--- config.mk ---
export PLATFORM = sky130hd
export DESIGN_NAME = jtag_tap_top
export DESIGN_NICKNAME = d
export VERILOG_FILES = /design/src/verilog/jtag_pkg.sv /design/src/verilog/jtag_tap_fsm.sv /design/src/verilog/jtag_ir.sv /design/src/verilog/jtag_id_bypass.sv /design/src/verilog/jtag_tdo_mux.sv /design/src/verilog/jtag_tap_top.sv
export SDC_FILE = /design/constraint.sdc
export NUM_CORES = 1
export LEC_CHECK = 0
export BUFFER_PORTS_ARGS = -buffer_cell sky130_fd_sc_hd__buf_2
export CORE_UTILIZATION = 60
export CTS_BUF_LIST = sky130_fd_sc_hd__clkbuf_2 sky130_fd_sc_hd__clkbuf_4 sky130_fd_sc_hd__clkbuf_8
export DETAILED_ROUTE_END_ITERATION = 16
export PLACE_DENSITY_LB_ADDON = 0.1
export SYNTH_ARGS = -nofsm -noshare
export SYNTH_HDL_FRONTEND = slang
export SYNTH_SLANG_ARGS = --single-unit
--- constraint.sdc ---
create_clock -name JTAG_CLOCK -period 1.99 [get_ports JTAG_CLOCK]
set_input_delay 0 -clock JTAG_CLOCK [delete_from_list [all_inputs] [get_ports JTAG_CLOCK]]
set_output_delay 0 -clock JTAG_CLOCK [all_outputs]
set_load 0.02 [all_outputs]
--- src/verilog/jtag_pkg.sv ---
package jtag_pkg;

  // ########################################
  // TAP state indices into the one-hot word
  // ########################################
  typedef enum logic [3:0] {
    ST_TEST_LOGIC_RESET = 4'd0,
    ST_RUN_IDLE         = 4'd1,
    ST_SELECT_DR        = 4'd2,
    ST_CAPTURE_DR       = 4'd3,
    ST_SHIFT_DR         = 4'd4,
    ST_EXIT1_DR         = 4'd5,
    ST_PAUSE_DR         = 4'd6,
    ST_EXIT2_DR         = 4'd7,
    ST_UPDATE_DR        = 4'd8,
    ST_SELECT_IR        = 4'd9,
    ST_CAPTURE_IR       = 4'd10,
    ST_SHIFT_IR         = 4'd11,
    ST_EXIT1_IR         = 4'd12,
    ST_PAUSE_IR         = 4'd13,
    ST_EXIT2_IR         = 4'd14,
    ST_UPDATE_IR        = 4'd15
  } tap_state_e;

  localparam int TAP_STATES = 16;
  localparam int IR_WIDTH   = 5;
  localparam int USR_WIDTH  = 3;
  localparam int ID_WIDTH   = 32;

  // ########################################
  // Instruction codes
  // ########################################
  localparam logic [IR_WIDTH-1:0] INSN_EXTEST  = 5'b0_0000;
  localparam logic [IR_WIDTH-1:0] INSN_IDCODE  = 5'b0_0001;
  localparam logic [IR_WIDTH-1:0] INSN_SAMPLE  = 5'b0_0010;
  localparam logic [IR_WIDTH-1:0] INSN_INTEST  = 5'b0_0100;
  localparam logic [IR_WIDTH-1:0] INSN_HIZ     = 5'b0_0101;
  localparam logic [IR_WIDTH-1:0] INSN_CLAMP   = 5'b0_0110;
  localparam logic [IR_WIDTH-1:0] INSN_BYPASS1 = 5'b0_0111;
  localparam logic [IR_WIDTH-1:0] INSN_CUST0   = 5'b1_1000;
  localparam logic [IR_WIDTH-1:0] INSN_CUST1   = 5'b1_1001;
  localparam logic [IR_WIDTH-1:0] INSN_CUST2   = 5'b1_1010;
  localparam logic [IR_WIDTH-1:0] INSN_CUST3   = 5'b1_1011;
  localparam logic [IR_WIDTH-1:0] INSN_BYPASS  = 5'b1_1111;

endpackage

--- src/verilog/jtag_tap_fsm.sv ---
`timescale 1ns/100ps

module jtag_tap_fsm
  import jtag_pkg::*;
(
  input  logic JTAG_CLOCK,
  input  logic reset_N,
  input  logic tms,
  output logic capture_dr,
  output logic shift_dr,
  output logic update_dr,
  output logic capture_ir,
  output logic shift_ir,
  output logic update_ir,
  output logic run_idle,
  output logic test_logic_reset
);

  logic [TAP_STATES-1:0] state_q;
  logic [TAP_STATES-1:0] state_d;

  // ########################################
  // Next state, IEEE 1149.1 graph
  // ########################################
  always_comb
  begin
    state_d = '0;
    unique case (1'b1)
      state_q[ST_TEST_LOGIC_RESET]:
        state_d[tms ? ST_TEST_LOGIC_RESET : ST_RUN_IDLE] = 1'b1;
      state_q[ST_RUN_IDLE]:
        state_d[tms ? ST_SELECT_DR : ST_RUN_IDLE] = 1'b1;
      state_q[ST_SELECT_DR]:
        state_d[tms ? ST_SELECT_IR : ST_CAPTURE_DR] = 1'b1;
      state_q[ST_CAPTURE_DR]:
        state_d[tms ? ST_EXIT1_DR : ST_SHIFT_DR] = 1'b1;
      state_q[ST_SHIFT_DR]:
        state_d[tms ? ST_EXIT1_DR : ST_SHIFT_DR] = 1'b1;
      state_q[ST_EXIT1_DR]:
        state_d[tms ? ST_UPDATE_DR : ST_PAUSE_DR] = 1'b1;
      state_q[ST_PAUSE_DR]:
        state_d[tms ? ST_EXIT2_DR : ST_PAUSE_DR] = 1'b1;
      state_q[ST_EXIT2_DR]:
        state_d[tms ? ST_UPDATE_DR : ST_SHIFT_DR] = 1'b1;
      state_q[ST_UPDATE_DR]:
        state_d[tms ? ST_SELECT_DR : ST_RUN_IDLE] = 1'b1;
      state_q[ST_SELECT_IR]:
        state_d[tms ? ST_TEST_LOGIC_RESET : ST_CAPTURE_IR] = 1'b1;
      state_q[ST_CAPTURE_IR]:
        state_d[tms ? ST_EXIT1_IR : ST_SHIFT_IR] = 1'b1;
      state_q[ST_SHIFT_IR]:
        state_d[tms ? ST_EXIT1_IR : ST_SHIFT_IR] = 1'b1;
      state_q[ST_EXIT1_IR]:
        state_d[tms ? ST_UPDATE_IR : ST_PAUSE_IR] = 1'b1;
      state_q[ST_PAUSE_IR]:
        state_d[tms ? ST_EXIT2_IR : ST_PAUSE_IR] = 1'b1;
      state_q[ST_EXIT2_IR]:
        state_d[tms ? ST_UPDATE_IR : ST_SHIFT_IR] = 1'b1;
      state_q[ST_UPDATE_IR]:
        state_d[tms ? ST_SELECT_DR : ST_RUN_IDLE] = 1'b1;
      default:
        state_d[ST_TEST_LOGIC_RESET] = 1'b1; // Recover from a corrupt word
    endcase
  end

  always_ff @(posedge JTAG_CLOCK or negedge reset_N)
  begin
    if (!reset_N)
    begin
      state_q <= '0;
      state_q[ST_TEST_LOGIC_RESET] <= 1'b1;
    end
    else
    begin
      state_q <= state_d;
    end
  end

  // Strobes are plain state bits
  assign capture_dr       = state_q[ST_CAPTURE_DR];
  assign shift_dr         = state_q[ST_SHIFT_DR];
  assign update_dr        = state_q[ST_UPDATE_DR];
  assign capture_ir       = state_q[ST_CAPTURE_IR];
  assign shift_ir         = state_q[ST_SHIFT_IR];
  assign update_ir        = state_q[ST_UPDATE_IR];
  assign run_idle         = state_q[ST_RUN_IDLE];
  assign test_logic_reset = state_q[ST_TEST_LOGIC_RESET];

  // ########################################
  // Checks
  // ########################################
  a_state_onehot: assert property (
    @(posedge JTAG_CLOCK) disable iff (!reset_N)
    $onehot(state_q)
  ) else $error("TAP state word not one-hot: %b", state_q);

  // Five cycles of tms high always land in Test-Logic-Reset
  a_tms_reset: assert property (
    @(posedge JTAG_CLOCK) disable iff (!reset_N)
    tms [*5] |=> state_q[ST_TEST_LOGIC_RESET]
  ) else $error("TAP did not reach Test-Logic-Reset after five tms cycles");

endmodule

--- src/verilog/jtag_ir.sv ---
`timescale 1ns/100ps

module jtag_ir
  import jtag_pkg::*;
(
  input  logic                 JTAG_CLOCK,
  input  logic                 reset_N,
  input  logic                 tdi,
  input  logic [USR_WIDTH-1:0] user_status,
  input  logic                 capture_ir,
  input  logic                 shift_ir,
  input  logic                 update_ir,
  input  logic                 test_logic_reset,
  output logic [IR_WIDTH-1:0]  ir,
  output logic                 ir_tdo,
  output logic                 sel_boundary,
  output logic                 sel_bypass,
  output logic                 sel_idcode,
  output logic                 sel_extension
);

  logic [IR_WIDTH-1:0] ir_scan;

  // ########################################
  // Scan and hold registers
  // ########################################
  always_ff @(posedge JTAG_CLOCK or negedge reset_N)
  begin
    if (!reset_N)
    begin
      ir_scan <= '0;
      ir      <= INSN_IDCODE;
    end
    else
    begin
      if (capture_ir)
        ir_scan <= {user_status, 2'b01}; // Status plus fixed 01 marker
      else if (shift_ir)
        ir_scan <= {tdi, ir_scan[IR_WIDTH-1:1]};

      if (test_logic_reset)
        ir <= INSN_IDCODE;
      else if (update_ir)
        ir <= ir_scan;
    end
  end

  assign ir_tdo = ir_scan[0];

  // Chain decode of the held instruction
  always_comb
  begin
    sel_boundary  = 1'b0;
    sel_bypass    = 1'b0;
    sel_idcode    = 1'b0;
    sel_extension = 1'b0;
    case (ir)
      INSN_EXTEST, INSN_SAMPLE,
      INSN_CUST0, INSN_CUST1, INSN_CUST2, INSN_CUST3:
        sel_boundary = 1'b1;
      INSN_INTEST, INSN_HIZ, INSN_CLAMP, INSN_BYPASS1, INSN_BYPASS:
        sel_bypass = 1'b1;
      INSN_IDCODE:
        sel_idcode = 1'b1;
      default:
        sel_extension = 1'b1; // Debug chain
    endcase
  end

  a_one_select: assert property (
    @(posedge JTAG_CLOCK) disable iff (!reset_N)
    $onehot({sel_boundary, sel_bypass, sel_idcode, sel_extension})
  ) else $error("Chain selects not one-hot for ir %b", ir);

endmodule

--- src/verilog/jtag_id_bypass.sv ---
`timescale 1ns/100ps

module jtag_id_bypass
  import jtag_pkg::*;
#(
  parameter logic [ID_WIDTH-2:0] ID_CODE = '0
)
(
  input  logic JTAG_CLOCK,
  input  logic reset_N,
  input  logic tdi,
  input  logic capture_dr,
  input  logic shift_dr,
  input  logic sel_idcode,
  input  logic sel_bypass,
  input  logic sel_boundary,
  input  logic sel_extension,
  output logic dr_tdo,
  output logic scan_in,
  output logic escan_in
);

  logic [ID_WIDTH-1:0] id_scan;
  logic                byp_scan;

  // ########################################
  // Internal data registers
  // ########################################
  always_ff @(posedge JTAG_CLOCK or negedge reset_N)
  begin
    if (!reset_N)
    begin
      id_scan  <= '0;
      byp_scan <= 1'b0;
    end
    else
    begin
      if (capture_dr && sel_idcode)
        id_scan <= {ID_CODE, 1'b1}; // Bit 0 fixed high
      else if (shift_dr && sel_idcode)
        id_scan <= {tdi, id_scan[ID_WIDTH-1:1]};

      if (shift_dr && sel_bypass)
        byp_scan <= tdi; // No capture, keeps last bit
    end
  end

  assign dr_tdo = sel_idcode ? id_scan[0] : byp_scan;

  // External chains see tdi only while shifting
  assign scan_in  = shift_dr & sel_boundary & tdi;
  assign escan_in = shift_dr & sel_extension & tdi;

  a_chain_exclusive: assert property (
    @(posedge JTAG_CLOCK) disable iff (!reset_N)
    !(scan_in && escan_in)
  ) else $error("Boundary and extension chains both driven");

endmodule

--- src/verilog/jtag_tdo_mux.sv ---
`timescale 1ns/100ps

module jtag_tdo_mux
(
  input  logic JTAG_CLOCK,
  input  logic reset_N,
  input  logic tdi,
  input  logic shift_ir,
  input  logic shift_dr,
  input  logic sel_boundary,
  input  logic sel_extension,
  input  logic ir_tdo,
  input  logic dr_tdo,
  input  logic scan_out,
  input  logic escan_out,
  input  logic probe_enable,
  input  logic probe_tdo,
  output logic tdo,
  output logic debug_int
);

  logic shift_bit;
  logic tdo_q;

  // ########################################
  // Serial source for the shift state
  // ########################################
  always_comb
  begin
    if (shift_ir)
      shift_bit = ir_tdo;
    else if (sel_boundary)
      shift_bit = scan_out;
    else if (sel_extension)
      shift_bit = escan_out;
    else
      shift_bit = dr_tdo; // IDCODE or bypass
  end

  // Falling-edge retime, holds outside shift states
  always_ff @(negedge JTAG_CLOCK or negedge reset_N)
  begin
    if (!reset_N)
      tdo_q <= 1'b0;
    else if (shift_ir || shift_dr)
      tdo_q <= shift_bit;
  end

  // Probe takes over the pin
  assign tdo       = probe_enable ? probe_tdo : tdo_q;
  assign debug_int = probe_enable & ~tdi;

endmodule

--- src/verilog/jtag_tap_top.sv ---
`timescale 1ns/100ps

module jtag_tap_top
  import jtag_pkg::*;
#(
  parameter logic [ID_WIDTH-2:0] ID_CODE = 31'h0A5C_3E27
)
(
  input  logic                 JTAG_CLOCK,
  input  logic                 reset_N,
  input  logic                 tms,
  input  logic                 tdi,
  input  logic [USR_WIDTH-1:0] user_status,
  input  logic                 scan_out,
  input  logic                 escan_out,
  input  logic                 probe_enable,
  input  logic                 probe_tdo,
  output logic                 tdo,
  output logic                 scan_in,
  output logic                 escan_in,
  output logic                 capture_dr,
  output logic                 shift_dr,
  output logic                 update_dr,
  output logic                 shift_ir,
  output logic                 run_idle,
  output logic                 test_logic_reset,
  output logic [IR_WIDTH-1:0]  ir,
  output logic                 debug_int
);

  logic capture_ir;
  logic update_ir;
  logic ir_tdo;
  logic dr_tdo;
  logic sel_boundary;
  logic sel_bypass;
  logic sel_idcode;
  logic sel_extension;

  // ########################################
  // Controller and datapath
  // ########################################
  jtag_tap_fsm u_fsm (
    .JTAG_CLOCK       (JTAG_CLOCK),
    .reset_N          (reset_N),
    .tms              (tms),
    .capture_dr       (capture_dr),
    .shift_dr         (shift_dr),
    .update_dr        (update_dr),
    .capture_ir       (capture_ir),
    .shift_ir         (shift_ir),
    .update_ir        (update_ir),
    .run_idle         (run_idle),
    .test_logic_reset (test_logic_reset)
  );

  jtag_ir u_ir (
    .JTAG_CLOCK       (JTAG_CLOCK),
    .reset_N          (reset_N),
    .tdi              (tdi),
    .user_status      (user_status),
    .capture_ir       (capture_ir),
    .shift_ir         (shift_ir),
    .update_ir        (update_ir),
    .test_logic_reset (test_logic_reset),
    .ir               (ir),
    .ir_tdo           (ir_tdo),
    .sel_boundary     (sel_boundary),
    .sel_bypass       (sel_bypass),
    .sel_idcode       (sel_idcode),
    .sel_extension    (sel_extension)
  );

  jtag_id_bypass #(
    .ID_CODE (ID_CODE)
  ) u_dr (
    .JTAG_CLOCK    (JTAG_CLOCK),
    .reset_N       (reset_N),
    .tdi           (tdi),
    .capture_dr    (capture_dr),
    .shift_dr      (shift_dr),
    .sel_idcode    (sel_idcode),
    .sel_bypass    (sel_bypass),
    .sel_boundary  (sel_boundary),
    .sel_extension (sel_extension),
    .dr_tdo        (dr_tdo),
    .scan_in       (scan_in),
    .escan_in      (escan_in)
  );

  jtag_tdo_mux u_tdo (
    .JTAG_CLOCK    (JTAG_CLOCK),
    .reset_N       (reset_N),
    .tdi           (tdi),
    .shift_ir      (shift_ir),
    .shift_dr      (shift_dr),
    .sel_boundary  (sel_boundary),
    .sel_extension (sel_extension),
    .ir_tdo        (ir_tdo),
    .dr_tdo        (dr_tdo),
    .scan_out      (scan_out),
    .escan_out     (escan_out),
    .probe_enable  (probe_enable),
    .probe_tdo     (probe_tdo),
    .tdo           (tdo),
    .debug_int     (debug_int)
  );

endmodule

# --- Word level (Yosys, flattened, before mapping) ---
# Cells that the tools add are included.
# W data, S select, Z words.
word_totals:
  output_inout_bits: 15
  register_bits: 60
op_classes:
  eq_ne: 11
  n_lt_le_gt_ge: 24
  n_reduce_logical: 26
  n_bitwise: 6
  muxes: 53
op_table:
  columns: ["cell", "n"]
  rows:
  - ["$pmux W15 S12", 1]
  - ["$mux W32", 2]
  - ["$lt A4 B5 Y1 const B", 12]
  - ["$demux W1 S4", 12]
  - ["$ge A4 B1 Y1 const B", 12]
  - ["$eq A5 B5 Y1 const B", 5]
  - ["$mux W1", 24]
  - ["$eq A5 B3 Y1 const B", 4]
  - ["$mux W5", 4]
  - ["$mux W4", 4]
  - ["$logic_and A1 B1 Y1", 15]
  - ["$pmux W1 S12", 1]
  - ["$reduce_or A12 Y1", 1]
  - ["$mux W2", 3]
  - ["$mux W3", 2]
  - ["$reduce_bool A2 Y1", 3]
  - ["$reduce_or A6 Y1", 1]
  - ["$and A1 B1 Y1", 5]
  - ["$eq A5 B1 Y1 const B", 1]
  - ["$eq A5 B2 Y1 const B", 1]
  - ["$logic_not A5 Y1", 1]
  - ["$reduce_or A5 Y1", 1]
  - ["$reduce_or A2 Y1", 2]
  - ["$reduce_or A3 Y1", 1]
  - ["2 further kinds", 2]

# --- Logic depth before layout (Yosys ltp) ---
depth:
  ltp_word: 6
  depth_mapped: 5
  ltp_nobuf: 4

# --- By module ---
# From an unflattened synthesis, not the netlist that was laid out.
hier_totals:
  hier_cells: 268
  hier_area_um2: 2951.6
by_module_without_submodules:
  columns: ["mod", "area_per_inst_um2", "instances", "seq_area_each_um2", "cells_each"]
  rows:
  - ["jtag_id_bypass", 1791.7, 1, 825.8, 169]
  - ["jtag_tap_fsm", 574.3, 1, 401.6, 44]
  - ["jtag_ir", 489.2, 1, 251.5, 46]
  - ["jtag_tdo_mux", 96.3, 1, 25.0, 9]

==> impl_results.md <==
- CP required: 1.16 ns
- Core Rows: 23
- Ys flop type: dfrtp_1
- Maxcap violations: 0
- DRC Markers: 0
- Critical setup path kind: reg2reg
- Arr. time, crit path: 1.66 ns
- CORE AREA: 4029 um^2
- Fraction of layout cells with a size suffix above 1: 22.74%
- Drt pass-1 iters: 4
- Ant. Diodes: 0
- Clk root buf: clkbuf_8
- Largest net degree at the start of global routing: 63
- Vias in the first global route: 1720
- Slew Viols, Final: 0
- Vias per inst: 5.287
- Post-DP HPWL: 3.024 mm
- CP startpoint kind: flip-flop
- Port bufs: 25
- Total wire length: 4.854 mm
- Rel. slew slack: 51.76%
- Post-DP Area: 2791 um^2
- Post-Syn Area: 2532 um^2
- TritonCTS clock tree: built
- Worst-margin pin slew: 0.7237 ns
- First-pass GRT wire length: 7.941 mm
- Post-Syn Instances: 249
- Initial DRC count: 158
- Worst skew pair latency: 0.33 ns
- Synthesis Warnings: 0
- Worst Skew: 0.01086 ns
- Synth Net Count: 260
- Worst stage delay on the critical path: 0.58 ns
- Mapped Avg Cell Area: 10.17 um^2
- Routed wl met2: 2.181 mm
- DP Cell Count: 326
- Top layer used by detailed routing: met4
- Filler cell count: 285
- Starting density of the core: 62.86%
- CTS Sinks: 60
- RSZ-0062 raised after global routing: yes
- Number of antenna-violating nets in the routed design: 0
- WL per Instance: 13.91 um
- Crit-path slowest cell: dfstp_2
- Pleak: 1.452 nW
- H-tree Lvls: 3
- Hold Fails Final Rpt: 0
- Critical-path cell list: or3b_4 -> nor2_4 -> o2111a_1 -> o21ai_1
- HP Class: in2out
- Vias: 1845
- Final Non-Filler Cells: 349
- PwrDens: 1335 nW/um^2
- All-Layer GR Usage: 24.93%
- Metal3 WL: 179 um
- Nets: 306
- Met1 WL: 2.453 mm
- Area grow syn2layout: 21.39%
- Worst-path clk slew: 0.07 ns
- Setup Viol. Count Final: 2
- Max FO, Critical Path: 6
- Initial antenna violation count: 0
- Die width: 66.97 um
- Peak VDD IR: 0.8084 mV
- Post-route design area: 3074 um^2
- Seq/Total Area, Yosys: 59.39%
- Asr flop ratio synth: 100.0%
- CP endpoint kind: flip-flop
- Congestion Overflow GR: 0
- CTS Buffer Depth: 2
- Die area: 4484 um^2
- EDFF count, synth: 0
- Ports: 26
- RD Place Congestion: 0.8657
- Outcome: finished with violations
- Distinct cells, synth: 40
- Failing checks: negative setup slack
- #FFs+latches synth: 60
- Die Span Y: 66.97 um
- CTS Buf Count: 9
- Final worst setup slack: -0.4987 ns
-- worst max-delay path, delay by kind of cell, from the launching register on --
kind	cells	cell delay (ns)
flip-flops	1	0.58
AND/OR/NAND/NOR	2	0.52
AO/OA/AOI/OAI	2	0.23
-- cell usage in the layout, fill, tap and decap left out, drive strengths merged, types with 2 or more instances in the layout --
master and count:
o21ai 36, dfstp 2, nand2 38, and2 3, nor4 3, o22ai 2, o31ai 2, nor2 31
nand2b 14, dfrtp 57, clkbuf 14, dlygate4sd3 6, nor3 4, o21a 4, nor2b 6, inv 3
mux2i 9, buf 45
-- per-stage QoR --
stage          util (%)  TNS (ns)  hold slack (ns)  setup WS [ns]  power (mW)
2_1_floorplan         -   -0.5778          -0.2956        -0.5778       2.626
3_3_place_gp      69.29   -0.4701           0.2074        -0.4701       2.968
3_5_place_dp      69.29   -0.4946           0.2160        -0.4946       3.014
4_1_cts           76.12   -0.5584           0.3224        -0.4859       4.110
5_1_grt           76.30   -0.6632           0.3373        -0.5672       4.385
6_report          76.30   -0.5597           0.3237        -0.4987       4.105
-- timing repair --
| action | 4_1_cts | 5_1_grt |
|---|---|---|
| buffers inserted | 1 | 1 |
| hold buffers | 6 | 0 |
| endpoints found under the setup margin | 2 | 2 |
| endpoints found under the hold margin | 62 | 0 |
| resized for setup | 5 | 0 |
-- path summary, 6_finish.rpt --
path	startpoint	end	slack, ns	cells past startpoint
worst min register to register	u_fsm.state_q[9]$_DFF_PN0_	u_fsm.state_q[0]$_DFF_PN1_	0.45	1
worst min-delay path	probe_tdo	tdo	0.32	3
min in group asynchronous	reset_N	u_dr.id_scan[31]$_DFFE_PN0P_	0.37	3
worst max-delay path	u_ir.ir[0]$_DFFE_PN1P_	u_tdo.tdo_q$_DFFE_NN0P_	-0.50	4
max in group asynchronous	reset_N	u_tdo.tdo_q$_DFFE_NN0P_	0.99	2
worst max register to register	u_ir.ir[0]$_DFFE_PN1P_	u_tdo.tdo_q$_DFFE_NN0P_	-0.50	4
-- kinds of logic (layout without fill, tap and decap cells) --
logic type	after synthesis	count (layout)	share of synthesized area [%]
and+or+nand+nor	105	105	19.66
muxes	10	10	4.002
DFF	60	60	59.39
buffers and inverters	19	69	3.804
AOI/OAI and AO/OA	55	55	13.14
-- cells in the mapped netlist (all sizes together), types with 2 or more instances --
cell type | number | area share, %
o21a | 4 | 1.2
mux2i | 9 | 3.6
o22ai | 2 | 0.49
dfrtp | 57 | 56
o31ai | 2 | 0.59
inv | 3 | 0.44
dfstp | 2 | 2.1
nand2 | 38 | 5.6
nand2b | 14 | 3.5
nor2b | 6 | 1.5
nor4 | 3 | 1.3
buf | 8 | 2.2
nor2 | 31 | 4.6
clkbuf | 8 | 1.2
o21ai | 36 | 7.1
nor3 | 4 | 0.79
and2 | 3 | 0.74
-- registers in the layout, summed over array words and instances, names as in the netlist --
| signal | count |
|---|---|
| u_tdo.tdo_q | 1 |
| u_ir.ir_scan | 5 |
| u_dr.id_scan | 32 |
| u_fsm.state_q | 16 |
| u_ir.ir | 5 |
| u_dr.byp_scan | 1 |
-- cell type report --
cell class	count	area, um^2	area share, %
Sequential cell	60	1504	48.92
Tap cell	50	62.56	2.035
Timing Repair Buffer	51	354.1	11.52
Inverter	3	11.26	0.3663
Clock inverter	1	5.005	0.1628
Clock buffer	14	186.4	6.064
Multi-Input combinational cell	170	950.9	30.93
-- report_power, final --
part / internal [mW] / total (mW) / switching [mW]
logic: 0.561 / 1.21 / 0.645
registers: 1.61 / 1.86 / 0.256
clock network: 0.594 / 1.04 / 0.443
-- metal layers --
metal / vias up / global-route usage [%]
met1: 884 / 35.44
li1: 927 / -
met3: 6 / 6.336
met5: - / 0
met4: 0 / 13.03
met2: 28 / 34.97
(Power assumes the default switching activity.)
